$ cat src/dot_matrix_defs.svh
`ifndef DOT_MATRIX_DEFS_SVH
`define DOT_MATRIX_DEFS_SVH

// Panel geometry

// Rows per panel, scanned top to bottom
`define DM_ROWS 8

// Columns per panel, one bit per LED
`define DM_COLS 8

// Row counter width, enough for DM_ROWS
`define DM_ROW_BITS 3

// Digit range

// Width of one digit input
`define DM_DIGIT_BITS 4

// Largest value with a numeral glyph
`define DM_MAX_DIGIT 9

`endif

$ cat src/dot_matrix_pkg.sv
`default_nettype none

`include "dot_matrix_defs.svh"

package dot_matrix_pkg;

    // Row being scanned, 0 is the top row
    typedef logic [`DM_ROW_BITS-1:0] row_idx_t;

    // Active-low row select, one zero bit per scanned row
    typedef logic [`DM_ROWS-1:0] row_sel_t;

    // Column pattern, a set bit lights the LED
    typedef logic [`DM_COLS-1:0] col_t;

    // Number shown on one panel
    typedef logic [`DM_DIGIT_BITS-1:0] digit_t;

endpackage

`default_nettype wire

$ cat src/row_scan.sv
`timescale 1ns/1ps
`default_nettype none

`include "dot_matrix_defs.svh"

module row_scan
    import dot_matrix_pkg::*;
(
    input  wire logic     clk,
    input  wire logic     reset,
    output row_idx_t      row_idx,
    output row_sel_t      dot_row
);

    row_idx_t row_count;
    row_sel_t row_sel_next;

    // Panels look up the same row the select is built from
    assign row_idx = row_count;

    // Row 0 drives the MSB low, row 7 the LSB
    always_comb begin
        case (row_count)
            3'd0: row_sel_next = 8'b01111111;
            3'd1: row_sel_next = 8'b10111111;
            3'd2: row_sel_next = 8'b11011111;
            3'd3: row_sel_next = 8'b11101111;
            3'd4: row_sel_next = 8'b11110111;
            3'd5: row_sel_next = 8'b11111011;
            3'd6: row_sel_next = 8'b11111101;
            3'd7: row_sel_next = 8'b11111110;
            default: row_sel_next = '1;
        endcase
    end

    // Free-running scan, wraps from the last row back to the top
    always_ff @(posedge clk or negedge reset) begin
        if (!reset) begin
            row_count <= '0;
            dot_row   <= '0;
        end else begin
            dot_row   <= row_sel_next;
            row_count <= row_count + `DM_ROW_BITS'(1);
        end
    end

endmodule

`default_nettype wire

$ cat src/digit_panel.sv
`timescale 1ns/1ps
`default_nettype none

`include "dot_matrix_defs.svh"

module digit_panel
    import dot_matrix_pkg::*;
(
    input  wire logic     clk,
    input  wire logic     reset,
    input  wire row_idx_t row_idx,
    input  wire digit_t   digit,
    output col_t          col
);

    logic is_numeral;
    col_t glyph_next;

    // Numeral glyphs, 0 through 9
    function automatic col_t numeral_row(input digit_t d, input row_idx_t r);
        col_t pattern;
        pattern = '0;
        case (d)
            4'd0: begin
                case (r)
                    3'd0, 3'd7: pattern = 8'b01111110;
                    default:    pattern = 8'b01000010;
                endcase
            end
            4'd1: begin
                pattern = 8'b00001000;
            end
            4'd2: begin
                case (r)
                    3'd0: pattern = 8'b01111110;
                    3'd1: pattern = 8'b00000010;
                    3'd2: pattern = 8'b00000010;
                    3'd3: pattern = 8'b00000010;
                    3'd4: pattern = 8'b01111110;
                    3'd5: pattern = 8'b01000000;
                    3'd6: pattern = 8'b01000000;
                    3'd7: pattern = 8'b01111110;
                endcase
            end
            4'd3: begin
                case (r)
                    3'd0: pattern = 8'b01111110;
                    3'd1: pattern = 8'b00000010;
                    3'd2: pattern = 8'b00000010;
                    3'd3: pattern = 8'b00000010;
                    3'd4: pattern = 8'b01111110;
                    3'd5: pattern = 8'b00000010;
                    3'd6: pattern = 8'b00000010;
                    3'd7: pattern = 8'b01111110;
                endcase
            end
            4'd4: begin
                case (r)
                    3'd0: pattern = 8'b01000010;
                    3'd1: pattern = 8'b01000010;
                    3'd2: pattern = 8'b01000010;
                    3'd3: pattern = 8'b01000010;
                    3'd4: pattern = 8'b01111110;
                    3'd5: pattern = 8'b00000010;
                    3'd6: pattern = 8'b00000010;
                    3'd7: pattern = 8'b00000010;
                endcase
            end
            4'd5: begin
                case (r)
                    3'd0: pattern = 8'b01111110;
                    3'd1: pattern = 8'b01000000;
                    3'd2: pattern = 8'b01000000;
                    3'd3: pattern = 8'b01000000;
                    3'd4: pattern = 8'b01111110;
                    3'd5: pattern = 8'b00000010;
                    3'd6: pattern = 8'b00000010;
                    3'd7: pattern = 8'b01111110;
                endcase
            end
            4'd6: begin
                case (r)
                    3'd0: pattern = 8'b01111110;
                    3'd1: pattern = 8'b01000000;
                    3'd2: pattern = 8'b01000000;
                    3'd3: pattern = 8'b01000000;
                    3'd4: pattern = 8'b01111110;
                    3'd5: pattern = 8'b01000010;
                    3'd6: pattern = 8'b01000010;
                    3'd7: pattern = 8'b01111110;
                endcase
            end
            4'd7: begin
                case (r)
                    3'd0: pattern = 8'b01111110;
                    3'd1: pattern = 8'b01000010;
                    3'd2: pattern = 8'b01000010;
                    3'd3: pattern = 8'b01000010;
                    default: pattern = 8'b00000010;
                endcase
            end
            4'd8: begin
                case (r)
                    3'd0: pattern = 8'b01111110;
                    3'd1: pattern = 8'b01000010;
                    3'd2: pattern = 8'b01000010;
                    3'd3: pattern = 8'b01000010;
                    3'd4: pattern = 8'b01111110;
                    3'd5: pattern = 8'b01000010;
                    3'd6: pattern = 8'b01000010;
                    3'd7: pattern = 8'b01111110;
                endcase
            end
            4'd9: begin
                case (r)
                    3'd0: pattern = 8'b01111110;
                    3'd1: pattern = 8'b01000010;
                    3'd2: pattern = 8'b01000010;
                    3'd3: pattern = 8'b01000010;
                    3'd4: pattern = 8'b01111110;
                    3'd5: pattern = 8'b00000010;
                    3'd6: pattern = 8'b00000010;
                    3'd7: pattern = 8'b01111110;
                endcase
            end
            default: begin
                pattern = '0;
            end
        endcase
        return pattern;
    endfunction

    // Question mark, shown for anything that is not a numeral
    function automatic col_t qmark_row(input row_idx_t r);
        col_t pattern;
        case (r)
            3'd0: pattern = 8'b00011000;
            3'd1: pattern = 8'b00100100;
            3'd2: pattern = 8'b01000010;
            3'd3: pattern = 8'b00000100;
            3'd4: pattern = 8'b00001000;
            3'd5: pattern = 8'b00001000;
            3'd6: pattern = 8'b00000000;
            3'd7: pattern = 8'b00001000;
            default: pattern = '0;
        endcase
        return pattern;
    endfunction

    assign is_numeral = (digit <= digit_t'(`DM_MAX_DIGIT));

    always_comb begin
        if (is_numeral) begin
            glyph_next = numeral_row(digit, row_idx);
        end else begin
            glyph_next = qmark_row(row_idx);
        end
    end

    // Same edge as the row select, so columns and row stay paired
    always_ff @(posedge clk or negedge reset) begin
        if (!reset) begin
            col <= '0;
        end else begin
            col <= glyph_next;
        end
    end

endmodule

`default_nettype wire

$ cat src/dot_matrix.sv
`timescale 1ns/1ps
`default_nettype none

module dot_matrix
    import dot_matrix_pkg::*;
(
    input  wire logic     clk,
    input  wire logic     reset,
    input  wire digit_t   digit1,
    input  wire digit_t   digit2,
    output row_sel_t      dot_row,
    output col_t          dot_col1,
    output col_t          dot_col2
);

    // Shared row index, both panels follow one scanner
    row_idx_t row_idx;

    row_scan u_row_scan (
        .clk     (clk),
        .reset   (reset),
        .row_idx (row_idx),
        .dot_row (dot_row)
    );

    // Left panel
    digit_panel u_panel1 (
        .clk     (clk),
        .reset   (reset),
        .row_idx (row_idx),
        .digit   (digit1),
        .col     (dot_col1)
    );

    // Right panel
    digit_panel u_panel2 (
        .clk     (clk),
        .reset   (reset),
        .row_idx (row_idx),
        .digit   (digit2),
        .col     (dot_col2)
    );

endmodule

`default_nettype wire

$ cat config.mk
export PLATFORM = sky130hd
export DESIGN_NAME = dot_matrix
export DESIGN_NICKNAME = d
export VERILOG_FILES = /design/src/dot_matrix_pkg.sv /design/src/row_scan.sv /design/src/digit_panel.sv /design/src/dot_matrix.sv
export VERILOG_INCLUDE_DIRS = /design/src
export SDC_FILE = /design/constraint.sdc
export NUM_CORES = 1
export LEC_CHECK = 0
export ABC_AREA = 1
export BUFFER_PORTS_ARGS = -buffer_cell sky130_fd_sc_hd__buf_4
export CAP_MARGIN = 20
export CORE_MARGIN = 2
export CORE_UTILIZATION = 30
export CTS_CLUSTER_DIAMETER = 30
export DETAILED_ROUTE_END_ITERATION = 16
export SYNTH_ARGS = -nofsm -noshare
export SYNTH_HDL_FRONTEND = slang
export SYNTH_SLANG_ARGS = --single-unit
$ cat constraint.sdc
create_clock -name clk -period 1.9 [get_ports clk]
set_input_delay 0.38 -clock clk [delete_from_list [all_inputs] [get_ports clk]]
set_output_delay 0.38 -clock clk [all_outputs]
set_load 0.01 [all_outputs]
* After elaboration in Yosys (flattened, before gate mapping)
Memories as Yosys holds them, arrays and structs flattened. A register that Yosys moved wholly into a read port is not among the register bits.
Cells that the tools add are included.
** Storage, ports and cells
- Memories :: 17
- Output and inout port bits :: 24
- Bits in registers :: 19
- ROM bits :: 736
- Latch bits :: 0
- Input port bits :: 10
- RAM bits :: 0
** Memory list
- (no name shown) :: depth 8, bits a word 8, read ports 1, clocked after memory_dff 1, wr ports 0, RTL line row_scan.sv:23 : case (row_count)
- (no name shown) :: depth 8, bits a word 6, read ports 1, clocked after memory_dff 0, wr ports 0, RTL line digit_panel.sv:34 : case (r)
- (no name shown) :: depth 8, bits a word 6, read ports 1, clocked after memory_dff 0, wr ports 0, RTL line digit_panel.sv:70 : case (r)
- (no name shown) :: depth 8, bits a word 6, read ports 1, clocked after memory_dff 0, wr ports 0, RTL line digit_panel.sv:136 : case (r)
- (no name shown) :: depth 8, bits a word 6, read ports 1, clocked after memory_dff 0, wr ports 0, RTL line digit_panel.sv:34
- (no name shown) :: depth 8, bits a word 6, read ports 1, clocked after memory_dff 0, wr ports 0, RTL line digit_panel.sv:70
- 11 more memories
** Operators by class
- Magnitude comparators :: 2
- Shift operators :: 0
- Divide/modulo/power cells :: 0
- Eq/ne operators :: 22
- Mux-type cells :: 6
- Multiply operators :: 0
- Add/sub/neg operators :: 1
- Bitwise logic cells :: 0
- Reductions and logical operators :: 6
** Operators with widths (number)
- case mux 8 bit (10 select lines) :: 2
- equality test 4 x 3 -> 1 bit (second input constant) :: 8
- equality test 4 x 2 -> 1 bit (second input constant) :: 4
- equality test 4 bit (second input constant) :: 4
- 2-to-1 mux 8 bit :: 2
- case mux 7 bit (2 select lines) :: 1
- equality test 4 x 1 -> 1 bit (second input constant) :: 2
- <= comparator 4 bit (second input constant) :: 2
- logical NOT 4 bit :: 2
- equality test 3 x 2 -> 1 bit (second input constant) :: 2
- 2-to-1 mux 6 bit :: 1
- adder 3 x 1 -> 3 bit (second input constant) :: 1
- equality test 3 x 1 -> 1 bit (second input constant) :: 1
- equality test 3 bit (second input constant) :: 1
- logical NOT 3 bit :: 1
- OR reduction 3 bit :: 1
- OR reduction 2 bit :: 1
- logical NOT 1 bit :: 1

* Logic depth before layout (Yosys ltp)
Gate-level depths: netlist of the first run.
- Word-level depth :: 5
- Gate-level depth with buffers :: 9
- Mapped depth without buffers :: 9

* Hierarchy
Synthesis of the first run repeated with hierarchy kept, for this count alone.
** Unflattened totals
- Cell total of the unflattened synthesis :: 220
- Area, all modules :: 1601.5 µm²
** By module, submodules not included
- digit_panel (u_panel2) :: area each 608.1 µm², seq. area each 150.1 µm², times used 1, cells an instance 96
- digit_panel (u_panel1) :: area each 596.8 µm², seq. area each 150.1 µm², times used 1, cells an instance 93
- row_scan :: area each 396.6 µm², seq. area each 275.3 µm², times used 1, cells an instance 31

* Least setup slack after synthesis of the first run
No wires, ideal clock.
- Kind :: register to register
- Start point :: register u_row_scan.row_count[0] (netlist: u_row_scan.row_idx[0])
- End point :: register u_panel2.col[2]
- Arrival time :: 1289 ps
- Slack :: 484 ps
- Cell stages (with the launch flop) :: 9
- Library setup time :: 127 ps
- Clock period less this slack :: 1416 ps
- Required time :: 1773 ps
- Cell sequence :: dfrtp_1 -> inv_1 -> ha_1 -> nor2_2 -> nor2_4 -> nand2_2 -> nand2_2 -> nor2_4 -> nand3_1
** On the way
- Cells in the longest elaborated chain, start to end :: 5
** Ends and longest elaborated chain
- from (decl) :: RTL line row_scan.sv:15 : row_idx_t row_count;
- from (signal assigned) :: RTL line row_scan.sv:43 : row_count <= row_count + `DM_ROW_BITS'(1);
- equality test 3 x 1 -> 1 bit, or another cell as far along :: RTL line digit_panel.sv:94 : case (r)
- OR reduction 3 bit (no source line) or OR reduction 2 bit (tied branches)
- case mux 7 bit (2 select lines) or 2-to-1 mux 6 bit (tied branches) :: RTL line digit_panel.sv:94, digit_panel.sv:25
- case mux 8 bit (10 select lines) :: RTL line digit_panel.sv:23 : case (d)
- 2-to-1 mux 8 bit * :: RTL line digit_panel.sv:153 : if (is_numeral) begin
- named net u_panel2.glyph_next[2] :: RTL line digit_panel.sv:17 : col_t glyph_next;
- to (signal assigned) :: RTL line digit_panel.sv:165 : col <= glyph_next;
- to (decl) :: RTL line digit_panel.sv:13 : output col_t col
The timed path passes the listed nets; every way through them passes the cells marked *.

* Worst setup path after layout of the first run
- Start point :: register u_row_scan.row_count[0] (netlist: u_row_scan.row_idx[0])
- End point :: register u_panel1.col[3]
** On the way
- Cells in the longest elaborated chain, start to end :: 5
** Ends and longest elaborated chain (RTL line)
- equality test 3 x 1 -> 1 bit, or another cell as far along :: digit_panel.sv:94
- OR reduction 3 bit (no source line) or OR reduction 2 bit (tied branches)
- case mux 7 bit (2 select lines) or 2-to-1 mux 6 bit (tied branches) :: digit_panel.sv:94, digit_panel.sv:25
- case mux 8 bit (10 select lines) :: digit_panel.sv:23
- 2-to-1 mux 8 bit * :: digit_panel.sv:153
- named net u_panel1.glyph_next[3] :: digit_panel.sv:17
- to (signal assigned) :: digit_panel.sv:165
- to (decl) :: digit_panel.sv:13
Marks and branches as above.

==> reports/results.txt, run 1 <==
Nets: 242
Critical Path Start Type: flop
Period utilisation layout: 84.3%
Max Cap Viol: 0
Finished Layout Cells: 277
Synth cell count leaders: nand2_1 (55), dfrtp_1 (23), nor2_1 (23)
Final Skew: 0.00449 ns
H-tree Lvls: 1
Post-Route WL: 2830 um
Die Ht: 73.1 um
CTS sink count: 23
Power density over cell area: 569 nW/um2
EDFF count, synth: 0
First-pass GRT wire length: 4730 um
Final min period: 1.60 ns
Initial Util: 30.7%
Worst Path Buf+Inv: 2
Final setup violation count: 0
Rows: 25
Most used DFF post-synth: dfrtp_1
Share of layout cells above drive strength 1: 24.2%
Synthesized area per cell: 7.49 um2
DRT iter0 DRCs: 58
Detail Placement HPWL: 2310 um
Antenna Cells: 0
Post-synthesis cell area: 1430 um2
Inserted Clock Buffers: 3
Setup_tns: 0 ns
#FFs+latches synth: 23
Routability cong.: 0.830
Wire per inst: 10.2 um
Die area: 5340 um2
Crit Path Max Fanout: 5
Max Freq: 625 MHz
WS Path Type: flop to flop
Global-route usage over all layers: 11.3%
Total gr overflow: 0
Root Buffer: clkbuf_8
Antenna violations before repair: 0
Largest delay share family, worst path: simple AND/OR/NAND/NOR gates
Final hold violation count: 0
Vias after detailed routing: 1192
Post-placement cell count: 272
Critical path arrival: 1.74 ns
RSZ-0062 raised after global routing: no
Mapped Cells: 191
Ys Warns: 0
Slowest-stage cell, CP: dfrtp_1
Leakage: 0.948 nW
Die W: 73.1 um
Outcome: finished clean
Routed Antenna Nets: 0
Hold crit path type: input pin to flop
Critical Path RT: 2.04 ns
DRC Markers: 0
FFs w/ async S/R, synth: 100%
CTS tree: done
Number of top-level pins: 34
Worst path max stage delay: 0.42 ns
Number of port buffers: 29
Worst path cell trace: inv_1 > ha_1 > nand2_4 > inv_2 > nor2_4 > nand2_2 > nand2_2 > nor2_4 > nand3_1
Seq/Total Area, Yosys: 40.2%
Post-route cell area: 1740 um2
Area grow syn2layout: 21.8%
Vias per cell: 4.30
Hold_ws: 0.495 ns
Peak VDD IR: 0.204 mV
Synth top area cells: dfrtp_1 (40%), nand2_1 (14%), nand3_1 (7.7%), ha_1 (7.0%), nor2_1 (6.0%)
Final Max Tran Viols: 0
Synth area leader: dfrtp_1
Largest net degree at the start of global routing: 24
CP endpoint kind: flop
DR pass1 iterations: 4
Post-synth cell types: 21
Core Util, Final: 37.4%
Bufs on Longest Clock Path: 2
Area share of the largest cell type after synthesis: 40.2%
DP Area: 1690 um2
Most frequent cell after synthesis: nand2_1
Area of the core: 4660 um2
Clock transition at path regs: 0.08 ns
Vias in the first global route: 1078
Later-pin clock latency in the skew report: 0.26 ns
-- power breakdown --
group          internal [W]  total [W]  switching (W)
combinational     0.0000740   0.000174       0.000100
clock              0.000146   0.000294       0.000148
sequential         0.000516   0.000523     0.00000753
total              0.000736   0.000991       0.000256
-- layout make-up --
cell class | instances | area (um2)
fill | 477 | 2920
multi-input combinational | 140 | 723
sequential | 23 | 576
timing repair buffer | 30 | 228
inverter | 26 | 103
tap | 54 | 67.6
clock buffer | 3 | 41.3
clock inverter | 1 | 5.00
-- per-layer routing --
metal,part of all wire [%],track usage (%)
met5,0,0
met1,51,14.6
met4,1.1,4.32
met3,3.3,1.24
met2,45,19.1
-- sequential cells by signal, summed over array words and instances (netlist names) --
signal and flops:
u_row_scan.dot_row 8, u_panel1.col 6, u_panel2.col 6, u_row_scan.row_idx 3
-- layout by cell type (no fill, tap or decap) --
| master | instances |
|---|---|
| dlygate4sd3_1 | 1 |
| o211ai_1 | 2 |
| nand2_4 | 3 |
| nand2_2 | 5 |
| dfrtp_1 | 23 |
| nand2_1 | 55 |
| nor2_1 | 23 |
| clkinv_2 | 1 |
| and3_1 | 1 |
| inv_2 | 3 |
| ha_1 | 8 |
| buf_4 | 29 |
| inv_1 | 22 |
| a21oi_1 | 5 |
| nor2_4 | 4 |
| inv_6 | 1 |
| nand3_1 | 22 |
| nor3_1 | 2 |
| a21oi_2 | 1 |
| conb_1 | 4 |
| clkbuf_8 | 3 |
| nor2_2 | 4 |
| o21ai_0 | 1 |
-- per-stage QoR --
step	setup slack, ns	power (W)
2_1_floorplan	0.484	0.000623
3_3_place_gp	0.353	0.000707
3_5_place_dp	0.315	0.000708
4_1_cts	0.293	0.00100
5_1_grt	0.166	0.00104
6_report	0.299	0.000991
-- tightest hold or removal path, cell delays in order --
cell     delay [ns]
buf_4          0.10
nand2_1        0.05
nand3_1        0.07
nand2_1        0.05
nand2_1        0.06
-- timing repair --
| action | in CTS | in global routing |
|---|---|---|
| setup buffers | 0 | 0 |
| gates resized for setup | 0 | 0 |
| hold buffers | 1 | 0 |
| hold endpoints to repair | 4 | 0 |
-- worst paths after layout --
path / depth (start not counted) / from / slack (ns) / to
worst max register to register: 9 / u_row_scan.row_idx[0] / 0.30 / u_panel1.col[3]
worst max-delay path: 9 / u_row_scan.row_idx[0] / 0.30 / u_panel1.col[3]
min in group asynchronous: 2 / reset / 0.54 / u_row_scan.row_idx[2]
worst min register to register: 1 / u_row_scan.row_idx[0] / 0.58 / u_row_scan.row_idx[0]
worst min-delay path: 5 / digit2[2] / 0.50 / u_panel2.col[1]
max in group asynchronous: 2 / reset / 1.13 / u_panel1.col[5]
-- cell families after synthesis --
kind of cell / Yosys count / synth area share [%]
AO/OA/AOI/OAI: 9 / 3.76
adder cells (fa/ha/maj): 8 / 6.99
buffers and inverters: 31 / 10.1
flip-flops: 23 / 40.2
other: 1 / 0.262
AND/OR/NAND/NOR: 119 / 38.7
Note: power is estimated with default switching activity, not from simulation.
==> inputs of run 2 (changes only) <==
ABC_AREA = 0   (was 1)
clock period = 1.4 ns   (was 1.9 ns; I/O delays follow)
==> run 2 against run 1 <==
The flow now finishes with violations (negative setup slack). Cell area increased by 25%. Sequential power increased by 35%. Register-to-register slack got worse by 0.59 ns. Total power increased by 38%. Global-route usage increased by 2.8 points. Clock-buffer cell count increased by 1. Die area decreased by 2.0%. Via count increased by 10%. Flip-flop and latch count unchanged. Cell count decreased by 2.2%. Utilization increased by 12 points. First-iteration DRC count increased by 12%. Largest power group unchanged.
==> reports/results.txt, run 2 <==
DR pass1 iterations: 4 (unchanged)
Area of the core: 4410 um2 (was 4660 um2)
Sequential group share of total power: 51.5% (was 52.8%)
Reg2Reg Depth: 7 (was 9)
Post-Route WL: 3640 um (was 2830 um)
WS Path Type: flop to flop (unchanged)
Most used DFF post-synth: dfrtp_1 (unchanged)
CTS sink count: 23 (unchanged)
Period utilisation layout: 121% (was 84.3%)
Antenna Cells: 0 (unchanged)
Inserted Clock Buffers: 3 (unchanged)
Net Sw Power: 0.000347 W (was 0.000256 W)
CP endpoint kind: flop (unchanged)
Detail Placement HPWL: 2580 um (was 2310 um)
Reg-to-reg startpoint: u_row_scan.row_idx[0] (unchanged)
Largest Register: u_row_scan.dot_row (unchanged)
Number of top-level pins: 34 (unchanged)
Crit Path Max Fanout: 4 (was 5)
Global-route usage over all layers: 14.1% (was 11.3%)
Max Freq: 591 MHz (was 625 MHz)
Max reg flops: 8 (unchanged)
H-tree Lvls: 1 (unchanged)
Final setup violation count: 11 (was 0)
Combinational cell fraction of total power: 18.5% (was 17.6%)
Vias after detailed routing: 1311 (was 1192)
Met1 wire length: 1600 um (was 1430 um)
Highest metal used: met4 (unchanged)
Switch share: 25.3% (was 25.8%)
Area share of the largest cell type after synthesis: 41.1% (was 40.2%)
First-pass GRT wire length: 5670 um (was 4730 um)
Final hold violation count: 0 (unchanged)
Post-synth cell types: 43 (was 21)
Later-pin clock latency in the skew report: 0.27 ns (was 0.26 ns)
FFs w/ async S/R, synth: 100% (unchanged)
Die W: 72.3 um (was 73.1 um)
Vias in the first global route: 1239 (was 1078)
Commonest non-fill, non-tap cells in the layout: buf_4 (77), dfrtp_1 (22), nand2_1 (12) (was nand2_1 (55), buf_4 (29), nor2_1 (23), dfrtp_1 (23))
Antenna violations before repair: 0 (unchanged)
Final setup margin: -0.293 ns (was 0.299 ns)
Die Ht: 72.3 um (was 73.1 um)
Largest net degree at the start of global routing: 24 (unchanged)
Total gr overflow: 0 (unchanged)
Hold crit path type: input pin to flop (unchanged)
EDFF count, synth: 0 (unchanged)
Worst path max stage delay: 0.41 ns (was 0.42 ns)
Hold path depth: 3 (was 5)
Post-synthesis cell area: 1400 um2 (was 1430 um2)
Vias per cell: 4.84 (was 4.30)
Outcome: finished, violations left (was finished clean)
DRT iter0 DRCs: 65 (was 58)
Synthesized area per cell: 9.80 um2 (was 7.49 um2)
Worst path cell trace: buf_4 > buf_6 > ha_4 > o2bb2ai_1 > a222oi_1 > buf_4 > o211ai_1 (was inv_1 > ha_1 > nand2_4 > inv_2 > nor2_4 > nand2_2 > nand2_2 > nor2_4 > nand3_1)
Most frequent cell after synthesis: dfrtp_1 (was nand2_1)
Nets: 238 (was 242)
Ys Warns: 0 (unchanged)
RSZ-0062 raised after global routing: yes (was no)
Worst hold start: digit1[3] (was digit2[2])
Critical Path RT: 1.55 ns (was 2.04 ns)
Peak VDD IR: 0.330 mV (was 0.204 mV)
Reg-to-reg slack, setup: -0.29 ns (was 0.30 ns)
Critical Path Start Type: flop (unchanged)
Routability cong.: 0.770 (was 0.830)
Final min period: 1.69 ns (was 1.60 ns)
R2R Path End: u_panel2.col[3] (was u_panel1.col[3])
DR WL met3: 160 um (was 93 um)
DRC Markers: 0 (unchanged)
#FFs+latches synth: 23 (unchanged)
DP Area: 1880 um2 (was 1690 um2)
Max Cap Viol: 0 (unchanged)
Die area: 5230 um2 (was 5340 um2)
Critical path arrival: 1.84 ns (was 1.74 ns)
Internal Power: 0.00102 W (was 0.000736 W)
Failing checks: negative setup slack
Critical path's most frequent cell: buf_4
Power density over cell area: 628 nW/um2 (was 569 nW/um2)
Bufs on Longest Clock Path: 2 (unchanged)
Largest registers: u_row_scan.dot_row: 8 flops, u_panel1.col: 6 flops, u_panel2.col: 6 flops (unchanged)
WL met2: 1820 um (was 1270 um)
Initial Util: 31.7% (was 30.7%)
Synth top area cells: dfrtp_1 (41%), ha_1 (7.1%), o21ai_0 (3.9%), nand2_1 (3.5%), buf_4 (2.7%) (was dfrtp_1 (40%), nand2_1 (14%), nand3_1 (7.7%), ha_1 (7.0%), nor2_1 (6.0%))
Seq/Total Area, Yosys: 41.1% (was 40.2%)
Routed Antenna Nets: 0 (unchanged)
Pre-CTS WS: -0.333 ns (was 0.315 ns)
Number of port buffers: 29 (unchanged)
Leakage: 0.988 nW (was 0.948 nW)
Finished Layout Cells: 271 (was 277)
Area grow syn2layout: 55.5% (was 21.8%)
Share of layout cells above drive strength 1: 50.2% (was 24.2%)
CTS tree: done (unchanged)
Commonest non-fill, non-tap cell in the layout: buf_4 (was nand2_1)
Mapped Cells: 143 (was 191)
Rows: 24 (was 25)
Slowest-stage cell, CP: dfrtp_1 (unchanged)
Final Max Tran Viols: 0 (unchanged)
Synth area leader: dfrtp_1 (unchanged)
Hold Path End: u_panel1.col[6] (was u_panel2.col[1])
Synth cell count leaders: dfrtp_1 (23), nand2_1 (13), o21ai_0 (11) (was nand2_1 (55), dfrtp_1 (23), nor2_1 (23))
Clock transition at path regs: 0.08 ns (about the same)
Final Skew: 0.00108 ns (was 0.00449 ns)
Clk pwr share: 30.1% (was 29.6%)
Wire per inst: 13.4 um (was 10.2 um)
Root Buffer: clkbuf_8 (unchanged)
Post-route cell area: 2180 um2 (was 1740 um2)
Post-placement cell count: 246 (was 272)
run 2: routing by layer:
metal | track usage, % | vias up
met2 | 24.0 | 44
li1 | - | 648
met5 | 0 | -
met1 | 17.7 | 615
met3 | 0.972 | 4
met4 | 7.76 | 0
run 2: kinds of logic after synthesis:
logic type               Yosys count  synth area share, %
AND/OR/NAND/NOR                   46                 19.3
AO/OA/AOI/OAI                     41                 22.0
XOR/XNOR                           1                0.625
buffers and inverters             23                 9.64
flip-flops                        23                 41.1
adder cells (fa/ha/maj)            8                 7.14
other                              1                0.268
run 2: worst max-delay path by stage:
stage | slack [ns] | startpoint | cells after the start | endpoint
after CTS | -0.28 | u_row_scan.row_idx[0] | 7 | u_panel2.col[3]
after global placement | -0.26 | u_row_scan.row_idx[0] | 7 | u_panel2.col[3]
final | -0.29 | u_row_scan.row_idx[0] | 7 | u_panel2.col[3]
after global routing | -0.37 | u_row_scan.row_idx[0] | 7 | u_panel2.col[3]
after detailed placement | -0.33 | u_row_scan.row_idx[2] | 5 | u_panel1.col[3]
after floorplan | -0.20 | u_row_scan.row_idx[0] | 7 | u_panel2.col[3]
run 2: layout make-up:
cell class	instances	area [um2]
Timing Repair Buffer	83	648
Sequential cell	23	577
Multi-Input combinational cell	100	811
Tap cell	52	65.1
Fill cell	416	2230
Inverter	9	33.8
Clock buffer	4	45.0
run 2: what timing repair did:
item	in CTS	in global routing
endpoints found under the hold margin	23	0
pin swaps	9	7
gates resized for setup	17	9
setup buffers	12	9
setup endpoints to repair	11	12
hold buffers	1	0
run 2: stage by stage:
stage          hold slack, ns  util, %  setup TNS (ns)  power (W)
4_1_cts                 0.351     47.1           -1.87    0.00138
2_1_floorplan         -0.0156        -          -0.847   0.000841
3_3_place_gp            0.179     42.6           -2.18   0.000960
5_1_grt                 0.377     49.4           -3.17    0.00144
3_5_place_dp            0.186     42.6           -2.81   0.000963
6_report                0.356     49.4           -2.36    0.00137
run 2: critical path: cells and delay by family (launching register included):
family | cells | cell delay (ns)
compound gates | 3 | 0.54
fa+ha+maj | 1 | 0.17
buf+inv | 3 | 0.45
flops | 1 | 0.41
run 2: power by group through the flow:
stage / clock network, W / registers, W / logic, W
6_report: 0.000412 / 0.000704 / 0.000253
3_5_place_dp: 0 / 0.000719 / 0.000245
2_1_floorplan: 0 / 0.000737 / 0.000104
3_3_place_gp: 0 / 0.000717 / 0.000243
5_1_grt: 0.000452 / 0.000708 / 0.000276
4_1_cts: 0.000420 / 0.000705 / 0.000252
==> inputs of run 3 (changes only) <==
CELL_PAD_IN_SITES_DETAIL_PLACEMENT = 0   (was not set)
CELL_PAD_IN_SITES_GLOBAL_PLACEMENT = 1   (was not set)
PLACE_DENSITY_LB_ADDON = 0.1   (was not set)
==> run 3 against run 2 <==
The run still ends with negative setup slack left. Clock-buffer cell count stayed put. Cell area fell by 4.9%. Maximum frequency is 3.5% higher. Setup slack improved by 0.057 ns. Flip-flop and latch count unchanged. Clock power fell by 2%. Sequential power is essentially flat. Utilization down 2.4 points. Largest power group unchanged.
==> reports/results.txt, run 3 (same netlist as run 2, synthesis figures left out) <==
Largest Register: u_row_scan.dot_row (unchanged)
Largest registers: u_row_scan.dot_row: 8 flops, u_panel1.col: 6 flops, u_panel2.col: 6 flops (unchanged)
Vias per cell: 4.78 (was 4.84)
Die W: 72.3 um (unchanged)
Commonest non-fill, non-tap cell in the layout: buf_4 (unchanged)
Post-Route WL: 3570 um (was 3640 um)
Final Max Tran Viols: 0 (unchanged)
Final min period: 1.64 ns (was 1.69 ns)
Clock transition at path regs: 0.08 ns (about the same)
Routed Antenna Nets: 0 (unchanged)
Nets: 227 (was 238)
Crit Path Max Fanout: 6 (was 4)
Share of layout cells above drive strength 1: 45.2% (was 50.2%)
DRC Markers: 0 (unchanged)
Setup_tns: -1.75 ns (was -2.36 ns)
Wire per inst: 13.7 um (was 13.4 um)
Power density over cell area: 654 nW/um2 (was 628 nW/um2)
Largest delay share family, worst path: flip-flops (was compound AO/OA/AOI/OAI gates)
Global-route usage over all layers: 13.8% (was 14.1%)
RSZ-0062 raised after global routing: yes (unchanged)
Leakage: 0.922 nW (was 0.988 nW)
Inserted Clock Buffers: 3 (unchanged)
Worst path max stage delay: 0.39 ns (was 0.41 ns)
Area grow syn2layout: 47.9% (was 55.5%)
Area of the core: 4410 um2 (unchanged)
# fillers: 425 (was 416)
CTS tree: done (unchanged)
Outcome: finished, violations left (unchanged)
Core Util, Final: 47.0% (was 49.4%)
Hold_ws: 0.345 ns (was 0.356 ns)
Later-pin clock latency in the skew report: 0.26 ns (was 0.27 ns)
Max Cap Viol: 0 (unchanged)
Finished Layout Cells: 260 (was 271)
Hold crit path type: input pin to flop (unchanged)
Detail Placement HPWL: 2750 um (was 2580 um)
Number of port buffers: 29 (unchanged)
Critical path arrival: 1.77 ns (was 1.84 ns)
Worst Path Buf+Inv: 2 (was 3)
DR pass1 iterations: 4 (unchanged)
Failing checks: negative setup slack (unchanged)
H-tree Lvls: 1 (unchanged)
CP endpoint kind: flop (unchanged)
Post-placement cell count: 246 (unchanged)
Slowest-stage cell, CP: dfrtp_1 (unchanged)
Die area: 5230 um2 (unchanged)
Routability cong.: 0.839 (was 0.770)
Number of top-level pins: 34 (unchanged)
Commonest non-fill, non-tap cells in the layout: buf_4 (69), dfrtp_1 (22), nand2_1 (13) (was buf_4 (77), dfrtp_1 (22), nand2_1 (12))
Worst path cell trace: inv_2 > ha_4 > nand2_4 > and3b_1 > a222oi_1 > buf_4 > o211ai_1 (was buf_4 > buf_6 > ha_4 > o2bb2ai_1 > a222oi_1 > buf_4 > o211ai_1)
WS Path Type: flop to flop (unchanged)
Critical Path RT: 1.54 ns (was 1.55 ns)
Final setup margin: -0.236 ns (was -0.293 ns)
Root Buffer: clkbuf_8 (unchanged)
Total gr overflow: 0 (unchanged)
Period utilisation layout: 117% (was 121%)
Max Freq: 611 MHz (was 591 MHz)
Vias after detailed routing: 1242 (was 1311)
Largest net degree at the start of global routing: 24 (unchanged)
Initial Util: 31.7% (unchanged)
Antenna violations before repair: 0 (unchanged)
Antenna Cells: 0 (unchanged)
CTS sink count: 23 (unchanged)
Max reg flops: 8 (unchanged)
DRT iter0 DRCs: 53 (was 65)
Peak VDD IR: 0.364 mV (was 0.330 mV)
Die Ht: 72.3 um (unchanged)
Final setup violation count: 11 (unchanged)
Final hold violation count: 0 (unchanged)
Critical Path Start Type: flop (unchanged)
Final Skew: 0.00306 ns (was 0.00108 ns)
Bufs on Longest Clock Path: 2 (unchanged)
Rows: 24 (unchanged)
Vias in the first global route: 1218 (was 1239)
First-pass GRT wire length: 5730 um (was 5670 um)
run 3: stage by stage:
step,setup WS (ns),total power (W),instance area (um2)
finish,-0.236,0.00136,2070
global route,-0.306,0.00143,2070
CTS,-0.231,0.00138,1980
detailed placement,-0.227,0.000966,1890
global placement,-0.220,0.000964,1890
floorplan,-0.198,0.000841,1460
run 3: final timing paths:
path,from,to,slack (ns),cells after the start
max,u_row_scan.row_idx[1],u_panel2.col[3],-0.24,7
min in group asynchronous,reset,u_panel2.col[4],0.45,2
min reg2reg,u_row_scan.row_idx[1],u_row_scan.dot_row[7],0.72,3
max in group asynchronous,reset,u_row_scan.row_idx[2],0.70,2
max reg2reg,u_row_scan.row_idx[1],u_panel2.col[3],-0.24,7
min,digit2[1],u_panel2.col[1],0.34,3
run 3: area by class of cell:
| cell class | count | area [um2] | area share (%) |
|---|---|---|---|
| Sequential cell | 23 | 577 | 27.8 |
| Clock buffer | 4 | 45.0 | 2.17 |
| Inverter | 9 | 33.8 | 1.63 |
| Tap cell | 52 | 65.1 | 3.14 |
| Timing Repair Buffer | 72 | 573 | 27.6 |
| Multi-Input combinational cell | 100 | 779 | 37.6 |
run 3: tightest hold or removal path: stages:
cell,delay (ns)
buf_4,0.13
o21ai_0,0.07
a31oi_1,0.08
run 3: repair_timing:
item	4_1_cts	5_1_grt
gates resized for setup	3	9
endpoints found under the hold margin	23	0
gates cloned	0	1
hold buffers	1	0
buffers inserted	3	5
pin swaps	1	2
endpoints found under the setup margin	11	11
run 3: layer usage:
metal / global-route usage (%) / wire (um) / up-vias
met3: 0.833 / 117 / 2
met2: 24.0 / 1780 / 31
met4: 3.77 / 18 / 0
met5: 0 / 0 / -
li1: - / - / 619
met1: 18.6 / 1650 / 590
run 3: power by group:
group / switching [W] / internal, W / leakage (nW)
sequential: 0.00000841 / 0.000695 / 0.247
clock: 0.000200 / 0.000202 / 0.0228
combinational: 0.000128 / 0.000122 / 0.652
total: 0.000337 / 0.00102 / 0.922
